## src/verilog/dma_pkg.sv

```systemverilog
package dma_pkg;

  localparam int NUM_CH     = 4;
  localparam int ADDR_W     = 8;
  localparam int DATA_W     = 8;
  localparam int CH_W       = 2;
  localparam int REG_ADDR_W = 5;
  localparam int REG_OFS_W  = 2;  // register field inside a channel

  // channel register offsets, cpu_addr = channel * 4 + offset
  localparam logic [REG_OFS_W-1:0] REG_SRC   = 2'd0;
  localparam logic [REG_OFS_W-1:0] REG_DEST  = 2'd1;
  localparam logic [REG_OFS_W-1:0] REG_COUNT = 2'd2;
  localparam logic [REG_OFS_W-1:0] REG_MODE  = 2'd3;

  localparam logic [REG_ADDR_W-1:0] REG_CMD = 5'd16;

  // bit positions in the mode and command registers
  localparam int MODE_BLOCK_BIT = 0;
  localparam int MODE_DESC_BIT  = 1;
  localparam int CMD_EN_BIT     = 0;
  localparam int CMD_ROT_BIT    = 1;

  typedef logic [ADDR_W-1:0] addr_t;
  typedef logic [DATA_W-1:0] data_t;
  typedef logic [CH_W-1:0]   ch_t;

  typedef enum logic {
    XFER_SINGLE,
    XFER_BLOCK
  } xfer_mode_e;

  typedef enum logic {
    PRIO_FIXED,
    PRIO_ROTATE
  } prio_mode_e;

  typedef enum logic [2:0] {
    ST_IDLE,
    ST_HOLD,
    ST_LOAD,
    ST_READ,
    ST_LATCH,
    ST_WRITE,
    ST_STEP
  } eng_state_e;

  typedef struct packed {
    addr_t      src;
    addr_t      dest;
    data_t      count;       // bytes left minus one
    logic       descending;  // source steps down
    xfer_mode_e mode;
  } chan_ctx_t;

  typedef struct packed {
    logic valid;
    ch_t  channel;
  } grant_t;

  typedef struct packed {
    logic      valid;
    ch_t       channel;
    chan_ctx_t ctx;
    logic      done;  // terminal count reached
  } ctx_wb_t;

endpackage

```

## src/verilog/dma_arbiter.sv

```systemverilog
`timescale 1ns/1ps

module dma_arbiter (
  input  logic                       clk,
  input  logic                       rst_n,
  input  logic [dma_pkg::NUM_CH-1:0] dreq,
  input  logic [dma_pkg::NUM_CH-1:0] armed,
  input  dma_pkg::prio_mode_e        prio_mode,
  input  logic                       start,
  input  dma_pkg::ch_t               start_ch,
  output dma_pkg::grant_t            grant
);
  import dma_pkg::*;

  logic [NUM_CH-1:0] req;
  ch_t               last_q;  // lowest priority in rotating mode
  ch_t               base;
  ch_t               cand;

  assign req = dreq & armed;

  // fixed mode behaves as if channel 3 had been served last
  assign base = (prio_mode == PRIO_ROTATE) ? last_q : ch_t'(NUM_CH - 1);

  // search runs from lowest to highest priority, so the last hit wins
  always_comb
  begin
    grant = '0;
    cand  = base;
    for (int i = NUM_CH - 1; i >= 0; i--)
    begin
      cand = base + ch_t'(i + 1);
      if (req[cand])
      begin
        grant.valid   = 1'b1;
        grant.channel = cand;
      end
    end
  end

  always_ff @(posedge clk or negedge rst_n)
  begin
    if (!rst_n)
      last_q <= ch_t'(NUM_CH - 1);  // channel 0 goes first
    else if (start && prio_mode == PRIO_ROTATE)
      last_q <= start_ch;
  end

endmodule

```

## src/verilog/dma_regfile.sv

```systemverilog
`timescale 1ns/1ps

module dma_regfile (
  input  logic                           clk,
  input  logic                           rst_n,
  input  logic                           cpu_cs,
  input  logic                           cpu_wr,
  input  logic                           cpu_rd,
  input  logic [dma_pkg::REG_ADDR_W-1:0] cpu_addr,
  input  dma_pkg::data_t                 cpu_wdata,
  output dma_pkg::data_t                 cpu_rdata,
  input  dma_pkg::ch_t                   ctx_sel,
  output dma_pkg::chan_ctx_t             ctx,
  input  dma_pkg::ctx_wb_t               wb,
  output logic [dma_pkg::NUM_CH-1:0]     armed,
  output dma_pkg::prio_mode_e            prio_mode,
  output logic                           enable
);
  import dma_pkg::*;

  chan_ctx_t            ch_ctx [NUM_CH];
  ch_t                  reg_ch;
  logic [REG_OFS_W-1:0] reg_ofs;
  logic                 chan_hit;
  logic                 cmd_hit;
  logic                 wr_en;
  data_t                rd_val;

  assign reg_ch   = cpu_addr[REG_OFS_W +: CH_W];
  assign reg_ofs  = cpu_addr[REG_OFS_W-1:0];
  assign chan_hit = (cpu_addr < REG_CMD);  // indices 0..15
  assign cmd_hit  = (cpu_addr == REG_CMD);
  assign wr_en    = cpu_cs && cpu_wr;

  assign ctx = ch_ctx[ctx_sel];  // engine context readout

  always_ff @(posedge clk)
  begin
    if (wb.valid)
      ch_ctx[wb.channel] <= wb.ctx;
    else if (wr_en && chan_hit)
    begin
      case (reg_ofs)
        REG_SRC:   ch_ctx[reg_ch].src   <= cpu_wdata;
        REG_DEST:  ch_ctx[reg_ch].dest  <= cpu_wdata;
        REG_COUNT: ch_ctx[reg_ch].count <= cpu_wdata;
        REG_MODE:
        begin
          ch_ctx[reg_ch].mode       <= xfer_mode_e'(cpu_wdata[MODE_BLOCK_BIT]);
          ch_ctx[reg_ch].descending <= cpu_wdata[MODE_DESC_BIT];
        end
      endcase
    end
  end

  always_ff @(posedge clk or negedge rst_n)
  begin
    if (!rst_n)
    begin
      armed     <= '0;
      enable    <= 1'b0;
      prio_mode <= PRIO_FIXED;
    end
    else
    begin
      if (wb.valid && wb.done)
        armed[wb.channel] <= 1'b0;  // terminal count
      if (wr_en && chan_hit && reg_ofs == REG_COUNT)
        armed[reg_ch] <= 1'b1;
      if (wr_en && cmd_hit)
      begin
        enable    <= cpu_wdata[CMD_EN_BIT];
        prio_mode <= cpu_wdata[CMD_ROT_BIT] ? PRIO_ROTATE : PRIO_FIXED;
      end
    end
  end

  always_comb
  begin
    rd_val = '0;
    if (cmd_hit)
    begin
      rd_val[CMD_EN_BIT]  = enable;
      rd_val[CMD_ROT_BIT] = (prio_mode == PRIO_ROTATE);
    end
    else if (chan_hit)
    begin
      case (reg_ofs)
        REG_SRC:   rd_val = ch_ctx[reg_ch].src;
        REG_DEST:  rd_val = ch_ctx[reg_ch].dest;
        REG_COUNT: rd_val = ch_ctx[reg_ch].count;
        REG_MODE:
        begin
          rd_val[MODE_BLOCK_BIT] = (ch_ctx[reg_ch].mode == XFER_BLOCK);
          rd_val[MODE_DESC_BIT]  = ch_ctx[reg_ch].descending;
        end
      endcase
    end
  end

  always_ff @(posedge clk or negedge rst_n)
  begin
    if (!rst_n)
      cpu_rdata <= '0;
    else if (cpu_cs && cpu_rd)
      cpu_rdata <= rd_val;  // valid the cycle after the strobe
  end

endmodule

```

## src/verilog/dma_top.sv

```systemverilog
`timescale 1ns/1ps

module dma_top (
  input  logic                           clk,
  input  logic                           rst_n,
  input  logic                           cpu_cs,
  input  logic                           cpu_wr,
  input  logic                           cpu_rd,
  input  logic [dma_pkg::REG_ADDR_W-1:0] cpu_addr,
  input  dma_pkg::data_t                 cpu_wdata,
  output dma_pkg::data_t                 cpu_rdata,
  input  logic [dma_pkg::NUM_CH-1:0]     dreq,
  output logic [dma_pkg::NUM_CH-1:0]     dack,
  output logic                           hrq,
  input  logic                           hlda,
  output logic                           mem_rd,
  output logic                           mem_wr,
  output dma_pkg::addr_t                 bus_addr,
  output dma_pkg::data_t                 bus_wdata,
  input  dma_pkg::data_t                 bus_rdata,
  output logic                           eop
);
  import dma_pkg::*;

  logic [NUM_CH-1:0] armed;
  prio_mode_e        prio_mode;
  logic              enable;
  grant_t            grant;
  logic              start;
  ch_t               start_ch;
  ch_t               ctx_sel;
  chan_ctx_t         ctx;
  ctx_wb_t           wb;

  dma_regfile u_regfile (
    .clk       (clk),
    .rst_n     (rst_n),
    .cpu_cs    (cpu_cs),
    .cpu_wr    (cpu_wr & ~hrq),  // no programming while the bus is requested
    .cpu_rd    (cpu_rd),
    .cpu_addr  (cpu_addr),
    .cpu_wdata (cpu_wdata),
    .cpu_rdata (cpu_rdata),
    .ctx_sel   (ctx_sel),
    .ctx       (ctx),
    .wb        (wb),
    .armed     (armed),
    .prio_mode (prio_mode),
    .enable    (enable)
  );

  dma_arbiter u_arbiter (
    .clk       (clk),
    .rst_n     (rst_n),
    .dreq      (dreq),
    .armed     (armed),
    .prio_mode (prio_mode),
    .start     (start),
    .start_ch  (start_ch),
    .grant     (grant)
  );

  dma_transfer_engine u_engine (
    .clk       (clk),
    .rst_n     (rst_n),
    .enable    (enable),
    .grant     (grant),
    .start     (start),
    .start_ch  (start_ch),
    .ctx_sel   (ctx_sel),
    .ctx       (ctx),
    .wb        (wb),
    .hrq       (hrq),
    .hlda      (hlda),
    .dack      (dack),
    .mem_rd    (mem_rd),
    .mem_wr    (mem_wr),
    .eop       (eop),
    .bus_addr  (bus_addr),
    .bus_wdata (bus_wdata),
    .bus_rdata (bus_rdata)
  );

endmodule

```

## src/verilog/dma_transfer_engine.sv

```systemverilog
`timescale 1ns/1ps

module dma_transfer_engine (
  input  logic                       clk,
  input  logic                       rst_n,
  input  logic                       enable,
  input  dma_pkg::grant_t            grant,
  output logic                       start,
  output dma_pkg::ch_t               start_ch,
  output dma_pkg::ch_t               ctx_sel,
  input  dma_pkg::chan_ctx_t         ctx,
  output dma_pkg::ctx_wb_t           wb,
  output logic                       hrq,
  input  logic                       hlda,
  output logic [dma_pkg::NUM_CH-1:0] dack,
  output logic                       mem_rd,
  output logic                       mem_wr,
  output logic                       eop,
  output dma_pkg::addr_t             bus_addr,
  output dma_pkg::data_t             bus_wdata,
  input  dma_pkg::data_t             bus_rdata
);
  import dma_pkg::*;

  eng_state_e state;
  eng_state_e state_nxt;
  ch_t        ch_q;      // active channel
  chan_ctx_t  work;      // working copy of the channel context
  chan_ctx_t  step_ctx;
  data_t      data_q;    // byte in flight
  logic       last_byte;
  logic       busy;

  assign last_byte = (work.count == '0);
  assign busy      = (state != ST_IDLE) && (state != ST_HOLD);

  always_comb
  begin
    step_ctx      = work;
    step_ctx.dest = work.dest + 8'd1;
    step_ctx.src  = work.descending ? work.src - 8'd1 : work.src + 8'd1;
    if (!last_byte)
      step_ctx.count = work.count - 8'd1;
  end

  always_comb
  begin
    state_nxt = state;
    case (state)
      ST_IDLE:  if (enable && grant.valid) state_nxt = ST_HOLD;
      ST_HOLD:  if (hlda) state_nxt = ST_LOAD;  // wait for the bus
      ST_LOAD:  state_nxt = ST_READ;
      ST_READ:  state_nxt = ST_LATCH;
      ST_LATCH: state_nxt = ST_WRITE;
      ST_WRITE: state_nxt = ST_STEP;
      ST_STEP:
      begin
        if (work.mode == XFER_BLOCK && !last_byte)
          state_nxt = ST_READ;
        else
          state_nxt = ST_IDLE;
      end
      default:  state_nxt = ST_IDLE;
    endcase
  end

  always_ff @(posedge clk or negedge rst_n)
  begin
    if (!rst_n)
    begin
      state <= ST_IDLE;
      ch_q  <= '0;
    end
    else
    begin
      state <= state_nxt;
      if (start)
        ch_q <= grant.channel;
    end
  end

  always_ff @(posedge clk)
  begin
    if (state == ST_LOAD)
      work <= ctx;
    else if (state == ST_STEP)
      work <= step_ctx;
    if (state == ST_LATCH)
      data_q <= bus_rdata;  // read data arrives the cycle after mem_rd
  end

  assign start    = (state == ST_IDLE) && enable && grant.valid;
  assign start_ch = grant.channel;
  assign ctx_sel  = ch_q;

  // hrq rises on entry to hold and falls on the edge after step
  assign hrq = (state != ST_IDLE);

  always_comb
  begin
    dack = '0;
    if (busy)
      dack[ch_q] = 1'b1;
  end

  assign mem_rd    = (state == ST_READ);
  assign mem_wr    = (state == ST_WRITE);
  assign eop       = mem_wr && last_byte;
  assign bus_addr  = (state == ST_WRITE) ? work.dest : work.src;
  assign bus_wdata = data_q;

  // single mode returns after every byte, block mode only at terminal count
  assign wb.valid   = (state == ST_STEP) && (state_nxt == ST_IDLE);
  assign wb.channel = ch_q;
  assign wb.ctx     = step_ctx;
  assign wb.done    = last_byte;

endmodule
```

## config.mk

```make
export PLATFORM = sky130hd
export DESIGN_NAME = dma_top
export DESIGN_NICKNAME = d
export VERILOG_FILES = /design/src/verilog/dma_pkg.sv /design/src/verilog/dma_arbiter.sv /design/src/verilog/dma_regfile.sv /design/src/verilog/dma_top.sv /design/src/verilog/dma_transfer_engine.sv
export SDC_FILE = /design/constraint.sdc
export NUM_CORES = 1
export LEC_CHECK = 0
export ABC_CLOCK_PERIOD_IN_PS = 3380
export BUFFER_PORTS_ARGS = -buffer_cell sky130_fd_sc_hd__buf_4
export CORE_MARGIN = 1
export CORE_UTILIZATION = 50
export CTS_BUF_LIST = sky130_fd_sc_hd__clkbuf_8
export DETAILED_ROUTE_END_ITERATION = 10
export GPL_ROUTABILITY_DRIVEN = 0
export PLACE_DENSITY = 0.79
export SETUP_SLACK_MARGIN = 0.3
export SYNTH_ARGS = -nofsm -noshare
export SYNTH_HDL_FRONTEND = slang
export SYNTH_SLANG_ARGS = --single-unit
```

## constraint.sdc

```tcl
create_clock -name clk -period 3.38 [get_ports clk]
set_clock_uncertainty 0.2 [all_clocks]
set_input_delay 0.338 -clock clk [delete_from_list [all_inputs] [get_ports clk]]
set_output_delay 0.338 -clock clk [all_outputs]
set_load 0.05 [all_outputs]
```

==> out/summary.txt, run 1 <==
Synth cell types -> 51
HP Class -> in -> reg
power per cell area -> 424.5 nW/µm²
share of post-route cells with drive strength above 1 -> 0.2783
Place WS -> 275.9 ps
GRT Total Usage -> 0.2563
Filler cells -> 1156
slowest cell delay on critical path -> 470 ps
final setup TNS -> 0 ps
drt first-iter violations -> 687
Max FO, Critical Path -> 9
total grt overflow -> 0
Worst Hold Launch -> cpu_cs
Starting Density -> 0.5194
Net Sw Frac -> 0.2182
Flop pwr share -> 0.540
I/O pin cnt -> 63
commonest non-fill, non-tap cell in the layout -> edfxtp_1
global-route wire length before repair -> 30.62 mm
area of the multi-input gates -> 3139 µm²
Routed WL -> 19.71 mm
initial antenna violation count -> 0
Sequential Area -> 4673 µm²
Final Instance Area -> 9258 µm²
vias per inst -> 6.248
Routed Antenna Nets -> 0
Slowest cell on crit path -> nor2_2
crit-path cells -> inv_1, ha_1, nor4b_2, nand2_1, a21oi_2, a31oi_1, nor2_2
CP Class -> reg -> reg
most frequent cells in the layout -> edfxtp_1 (138), buf_4 (72), nand2_1 (57), mux4_2 (47), nor2_1 (43)
Syn. warnings -> 0
worst skew pair latency -> 480 ps
Pins Over Slew Limit -> 0
Slew @ Worst Pin -> 1081 ps
Num Clock Sinks -> 159
crit share post-route -> 0.8496
Main synth FF type -> edfxtp_1
Die Width -> 128.4 µm
R2R setup slack -> 510 ps
Hold Crit Depth -> 3
r2r endpoint -> u_regfile.ch_ctx[3][3]
Vias -> 5517
clock network fraction of total power -> 0.407
end of the worst hold path -> u_regfile.cpu_rdata[0]
Core ar. -> 15370 µm²
Residual DRC -> 0
CTS Buf Count -> 17
fmax -> 348.2 MHz
Int Power -> 3072 µW
required time of the critical path -> 3300 ps
TritonRoute pass-1 iters -> 5
critical path capture point type -> register
synthesized instance count -> 584
PortBufs -> 62
status -> finished clean
Peak VDD IR -> 0.2813 mV
NetSw -> 857.4 µW
RR Startpoint -> u_engine.work[2]
DP HPWL -> 14.26 mm
Layout area overhead -> 15.95%
Post-CTS Setup Inserts -> 0
Final WS setup -> 508.4 ps
row count -> 45
Gate power share -> 0.052
Register-to-Register Path Depth -> 7
largest net degree at the start of global routing -> 34
final net count -> 699
clock slew at reported path FFs -> 80 ps
post-placement cell area -> 8625 µm²
LEAKAGE -> 0.002972 µW
Max Root-Sink Buffers -> 2
WL per Instance -> 22.33 µm
Final Instance Count excl. Fillers -> 883
Die H -> 128.4 µm
max-cap check violation count -> 0
Async SR Flop Fraction -> 0.1321
Tmin final -> 2872 ps
endpoints failing hold -> 0
antenna diode count -> 0
vias in the first global route -> 5498
die area -> 16480 µm²
root buffer cell -> clkbuf_8
nature of the critical path startpoint -> register
CTS tree -> built
Post-Syn Nets -> 624
Worst Path Arrival -> 2790 ps
H-tree levels -> 4
Seq/Total Area, Yosys -> 0.5852
Placed Cells -> 837
syn avg cell area -> 13.67 µm²
RSZ-0062 raised after global routing -> false
number of synthesized flops with an enable pin -> 138
normalized max-slew margin -> 0.2781
setup violators final -> 0
Yosys reg bits -> 159
Post-Syn Area -> 7984 µm²
-- how the worst max path moves through the flow --
stage / start / end / slack (ps) / depth (start not counted)
floorplan: u_engine.state[0] / u_regfile.ch_ctx[3][2] / 680 / 6
global placement: u_engine.work[2] / u_regfile.ch_ctx[2][4] / 450 / 7
detailed placement: u_engine.work[2] / u_regfile.ch_ctx[3][4] / 280 / 7
CTS: u_engine.work[2] / u_regfile.ch_ctx[1][3] / 300 / 7
global route: u_engine.work[2] / u_regfile.ch_ctx[1][15] / 330 / 7
finish: u_engine.work[2] / u_regfile.ch_ctx[3][3] / 510 / 7
-- through the flow --
stage                     power (µW)  hold WS [ps]    util
after floorplan                 2278        -157.6       -
after global placement          2353         40.72  0.5611
after detailed placement        2358         48.61  0.5611
after CTS                       3940         1.221  0.5998
after global routing            4023         6.115  0.6023
final                           3930         14.33  0.6023
-- power by group through the flow --
stage	sequential [µW]	clock, µW	combinational [µW]
finish	2120	1600	206
CTS	2120	1610	206
global placement	2170	0	186
floorplan	2210	0	71.7
global route	2120	1680	216
detailed placement	2170	0	191
-- worst max-delay path: cells and delay by family (launching register included) --
| kind | cells | cell delay (ps) |
|---|---|---|
| simple gates | 3 | 1060 |
| compound gates | 2 | 520 |
| flops | 1 | 440 |
| fa+ha+maj | 1 | 210 |
| buf+inv | 1 | 80 |
-- kinds of logic (layout without fill, tap and decap cells) --
| logic type | after synthesis | after routing | synth area share |
|---|---|---|---|
| compound gates | 120 | 120 | 0.08964 |
| xor+xnor | 14 | 14 | 0.01536 |
| flops | 159 | 159 | 0.5852 |
| buf+inv | 43 | 131 | 0.02711 |
| simple gates | 164 | 164 | 0.09763 |
| fa+ha+maj | 9 | 9 | 0.01505 |
| mux | 75 | 75 | 0.1700 |
-- registers in the layout (all words and copies together), names as in the netlist --
signal	cells
u_engine.ctx_sel	2
u_engine.wb	2
u_engine.work	24
u_regfile.armed	4
u_regfile.cpu_rdata	8
u_regfile.ch_ctx	104
u_arbiter.last_q	2
u_engine.bus_wdata	8
u_regfile.prio_mode	1
u_regfile.enable	1
u_engine.state	3
-- metal layers --
metal	GRT usage	routed length, µm
met3	0.07318	1833
met1	0.3475	7938
met2	0.4013	9504
met5	0	0
met4	0.08581	437
-- timing repair --
item	4_1_cts	5_1_grt
endpoints found under the setup margin	8	88
gates resized for setup	1	13
hold endpoints to repair	35	0
hold buffers	14	0
-- synth_stat cells (all sizes together), types with 3 or more instances --
cell type	n	area, µm²
xor2	9	78.83
clkbuf	8	30.03
nor2b	12	75.07
nor3b	3	22.52
o31ai	7	52.55
a21oi	37	185.2
nand2	57	214.0
o21ai	40	200.2
mux4	47	1059
and3	3	18.77
ha	8	100.1
o21a	4	30.03
nand2b	5	31.28
or3	5	31.28
mux2i	13	130.1
buf	22	137.6
nor2	54	202.7
a22oi	7	52.55
edfxtp	138	4144
a311oi	4	35.03
xnor2	5	43.79
mux2	15	168.9
nand3	6	42.54
a31oi	10	62.56
dfrtp	19	475.5
nor3	10	72.57
inv	13	48.80
-- final cells by class --
type,instances,area share
Inverter,13,0.005271
Timing Repair Buffer,86,0.07352
Clock buffer,17,0.02527
Tap cell,211,0.02852
Sequential cell,159,0.5048
Clock inverter,15,0.02352
Multi-Input combinational cell,382,0.3391
Power figures use the tool's default switching activity.
==> inputs of run 2 (changes only) <==
ABC_CLOCK_PERIOD_IN_PS = 2800   (was 3380)
PLACE_DENSITY = 0.76   (was 0.79)
clock period = 2.8 ns   (was 3.38 ns; I/O delays follow)
==> out/summary.txt, run 2 (synthesized netlist as in run 1, its figures left out) <==
Die Width -> 128.4 µm (unchanged)
row count -> 45 (unchanged)
Final Instance Area -> 9480 µm² (+2.4%)
nature of the critical path startpoint -> register
final setup TNS -> 0 ps (unchanged)
GRT Total Usage -> 0.2575 (+0.001177)
TritonRoute pass-1 iters -> 6 (+1)
final core utilization -> 0.6168 (+0.01449)
Top Layer Used -> met4
Residual DRC -> 0 (unchanged)
most flop-heavy register -> u_regfile.ch_ctx
H-tree levels -> 4 (unchanged)
final net count -> 734 (+5.0%)
WL per Instance -> 21.58 µm (-3.3%)
M1 WL -> 8.004 mm (+0.83%)
largest registers -> u_regfile.ch_ctx x104, u_engine.work x24
Routed Antenna Nets -> 0 (unchanged)
worst skew pair latency -> 470 ps (about the same)
Die H -> 128.4 µm (unchanged)
Routed WL -> 19.79 mm (+0.40%)
fmax -> 408.1 MHz (+17%)
most frequent cells in the layout -> edfxtp_1 (138), buf_4 (99), nand2_1 (56), nor2_1 (53), mux4_2 (47)
dominant delay contributor by cell family on the critical path -> compound AO/OA/AOI/OAI gates
vias in the first global route -> 5586 (+1.6%)
vias per inst -> 6.073 (-2.8%)
antenna diode count -> 0 (unchanged)
routed wl met3 -> 1.543 mm (-16%)
Max FO, Critical Path -> 7 (-2)
PortBufs -> 62 (unchanged)
share of post-route cells with drive strength above 1 -> 0.3045 (+0.02626)
max reg flops -> 104 (unchanged)
drt first-iter violations -> 622 (-9.5%)
met2 wire len -> 9.836 mm (+3.5%)
CTS tree -> built
Starting Density -> 0.5194 (unchanged)
clock slew at reported path FFs -> 90 ps (about the same)
max-cap check violation count -> 0 (unchanged)
setup violators final -> 0 (unchanged)
status -> finished clean
Layout area overhead -> 18.74%
root buffer cell -> clkbuf_8
LEAKAGE -> 0.003146 µW (+5.9%)
crit share post-route -> 0.8751 (+0.02555)
largest net degree at the start of global routing -> 32 (-5.9%)
CTS Buf Count -> 17 (unchanged)
endpoints failing hold -> 0 (unchanged)
Peak VDD IR -> 0.2801 mV (-0.42%)
power per cell area -> 463.4 nW/µm² (+9.2%)
CP Class -> reg -> reg
crit-path cells -> ha_1, a21oi_1, nor2b_1, a311oi_1, xor2_1, o21ai_1
Tmin final -> 2450 ps (-421.2 ps)
critical path capture point type -> register
normalized max-slew margin -> 0.6267 (+0.3486)
required time of the critical path -> 2780 ps (-520 ps)
I/O pin cnt -> 63 (unchanged)
RSZ-0062 raised after global routing -> true
initial antenna violation count -> 0 (unchanged)
Slew @ Worst Pin -> 559.3 ps (-521.2 ps)
Core ar. -> 15370 µm² (unchanged)
post-placement cell area -> 8815 µm² (+2.2%)
critical path buffer and inverter count -> 0 (-1)
Worst Path Arrival -> 2430 ps (-360 ps)
Num Clock Sinks -> 159 (unchanged)
slowest cell delay on critical path -> 540 ps (+70 ps)
Max Root-Sink Buffers -> 2 (unchanged)
global-route wire length before repair -> 30.87 mm (+0.83%)
Vias -> 5569 (+0.94%)
Pins Over Slew Limit -> 0 (unchanged)
HP Class -> in -> async
commonest non-fill, non-tap cell in the layout -> edfxtp_1
total grt overflow -> 0 (unchanged)
die area -> 16480 µm² (unchanged)
DP HPWL -> 14.37 mm (+0.77%)
Slowest cell on crit path -> edfxtp_1
-- run 2: changes by cell type in the layout (fill, tap and decap cells not counted), sizes merged --
cell         previous run  this run
bufinv                  5         1
inv                    16        17
clkinvlp                4         3
buf                    72       102
clkinv                  3         6
dlygate4sd3            14        19
-- run 2: cell type report --
cell class                      instances  area [µm²]
Timing Repair Buffer                  121       975.9
Clock inverter                         14       116.4
Sequential cell                       159        4673
Clock buffer                           17       234.0
Tap cell                              211       264.0
Inverter                               13       51.30
Fill cell                            1159        5891
Multi-Input combinational cell        382        3166
-- run 2: worst paths after layout --
| kind | startpoint | to | slack, ps | depth (start not counted) |
|---|---|---|---|---|
| worst max-delay path | u_engine.wb[2] | u_regfile.ch_ctx[1][23] | 350 | 6 |
| worst min-delay path | rst_n | u_regfile.cpu_rdata[1] | 50 | 2 |
| worst max register to register | u_engine.wb[2] | u_regfile.ch_ctx[1][23] | 350 | 6 |
| worst min register to register | u_regfile.cpu_rdata[0] | u_regfile.cpu_rdata[0] | 360 | 2 |
| max in group asynchronous | rst_n | u_arbiter.last_q[0] | 2050 | 2 |
| min in group clk | dreq[1] | u_arbiter.last_q[1] | 70 | 3 |
-- run 2: repair_timing --
item | CTS | global route
buffers inserted | 1 | 6
pin swaps | 0 | 3
hold endpoints to repair | 42 | 0
hold buffers | 19 | 0
endpoints found under the setup margin | 17 | 131
gates resized for setup | 4 | 14
-- run 2: per-stage QoR --
step	setup WS [ps]	instances	total power [µW]	hold slack [ps]
floorplan	332.8	584	2750	-215.6
global placement	349.5	860	2848	-8.543
detailed placement	230.2	860	2851	2.264
CTS	306.5	911	4406	35.63
global route	249.6	917	4508	56.54
finish	349.6	917	4393	51.08
-- run 2: routing by layer --
metal  track usage  up-vias
li1              -     2474
met1        0.3405     2759
met2        0.4273      295
met3       0.05364       41
met4       0.08720        0
met5             0        -
-- run 2: where the power goes --
| part | internal [µW] | switching (µW) |
|---|---|---|
| Sequential | 2550 | 13.1 |
| Clock | 695 | 876 |
| Combinational | 106 | 150 |
| Total | 3350 | 1040 |
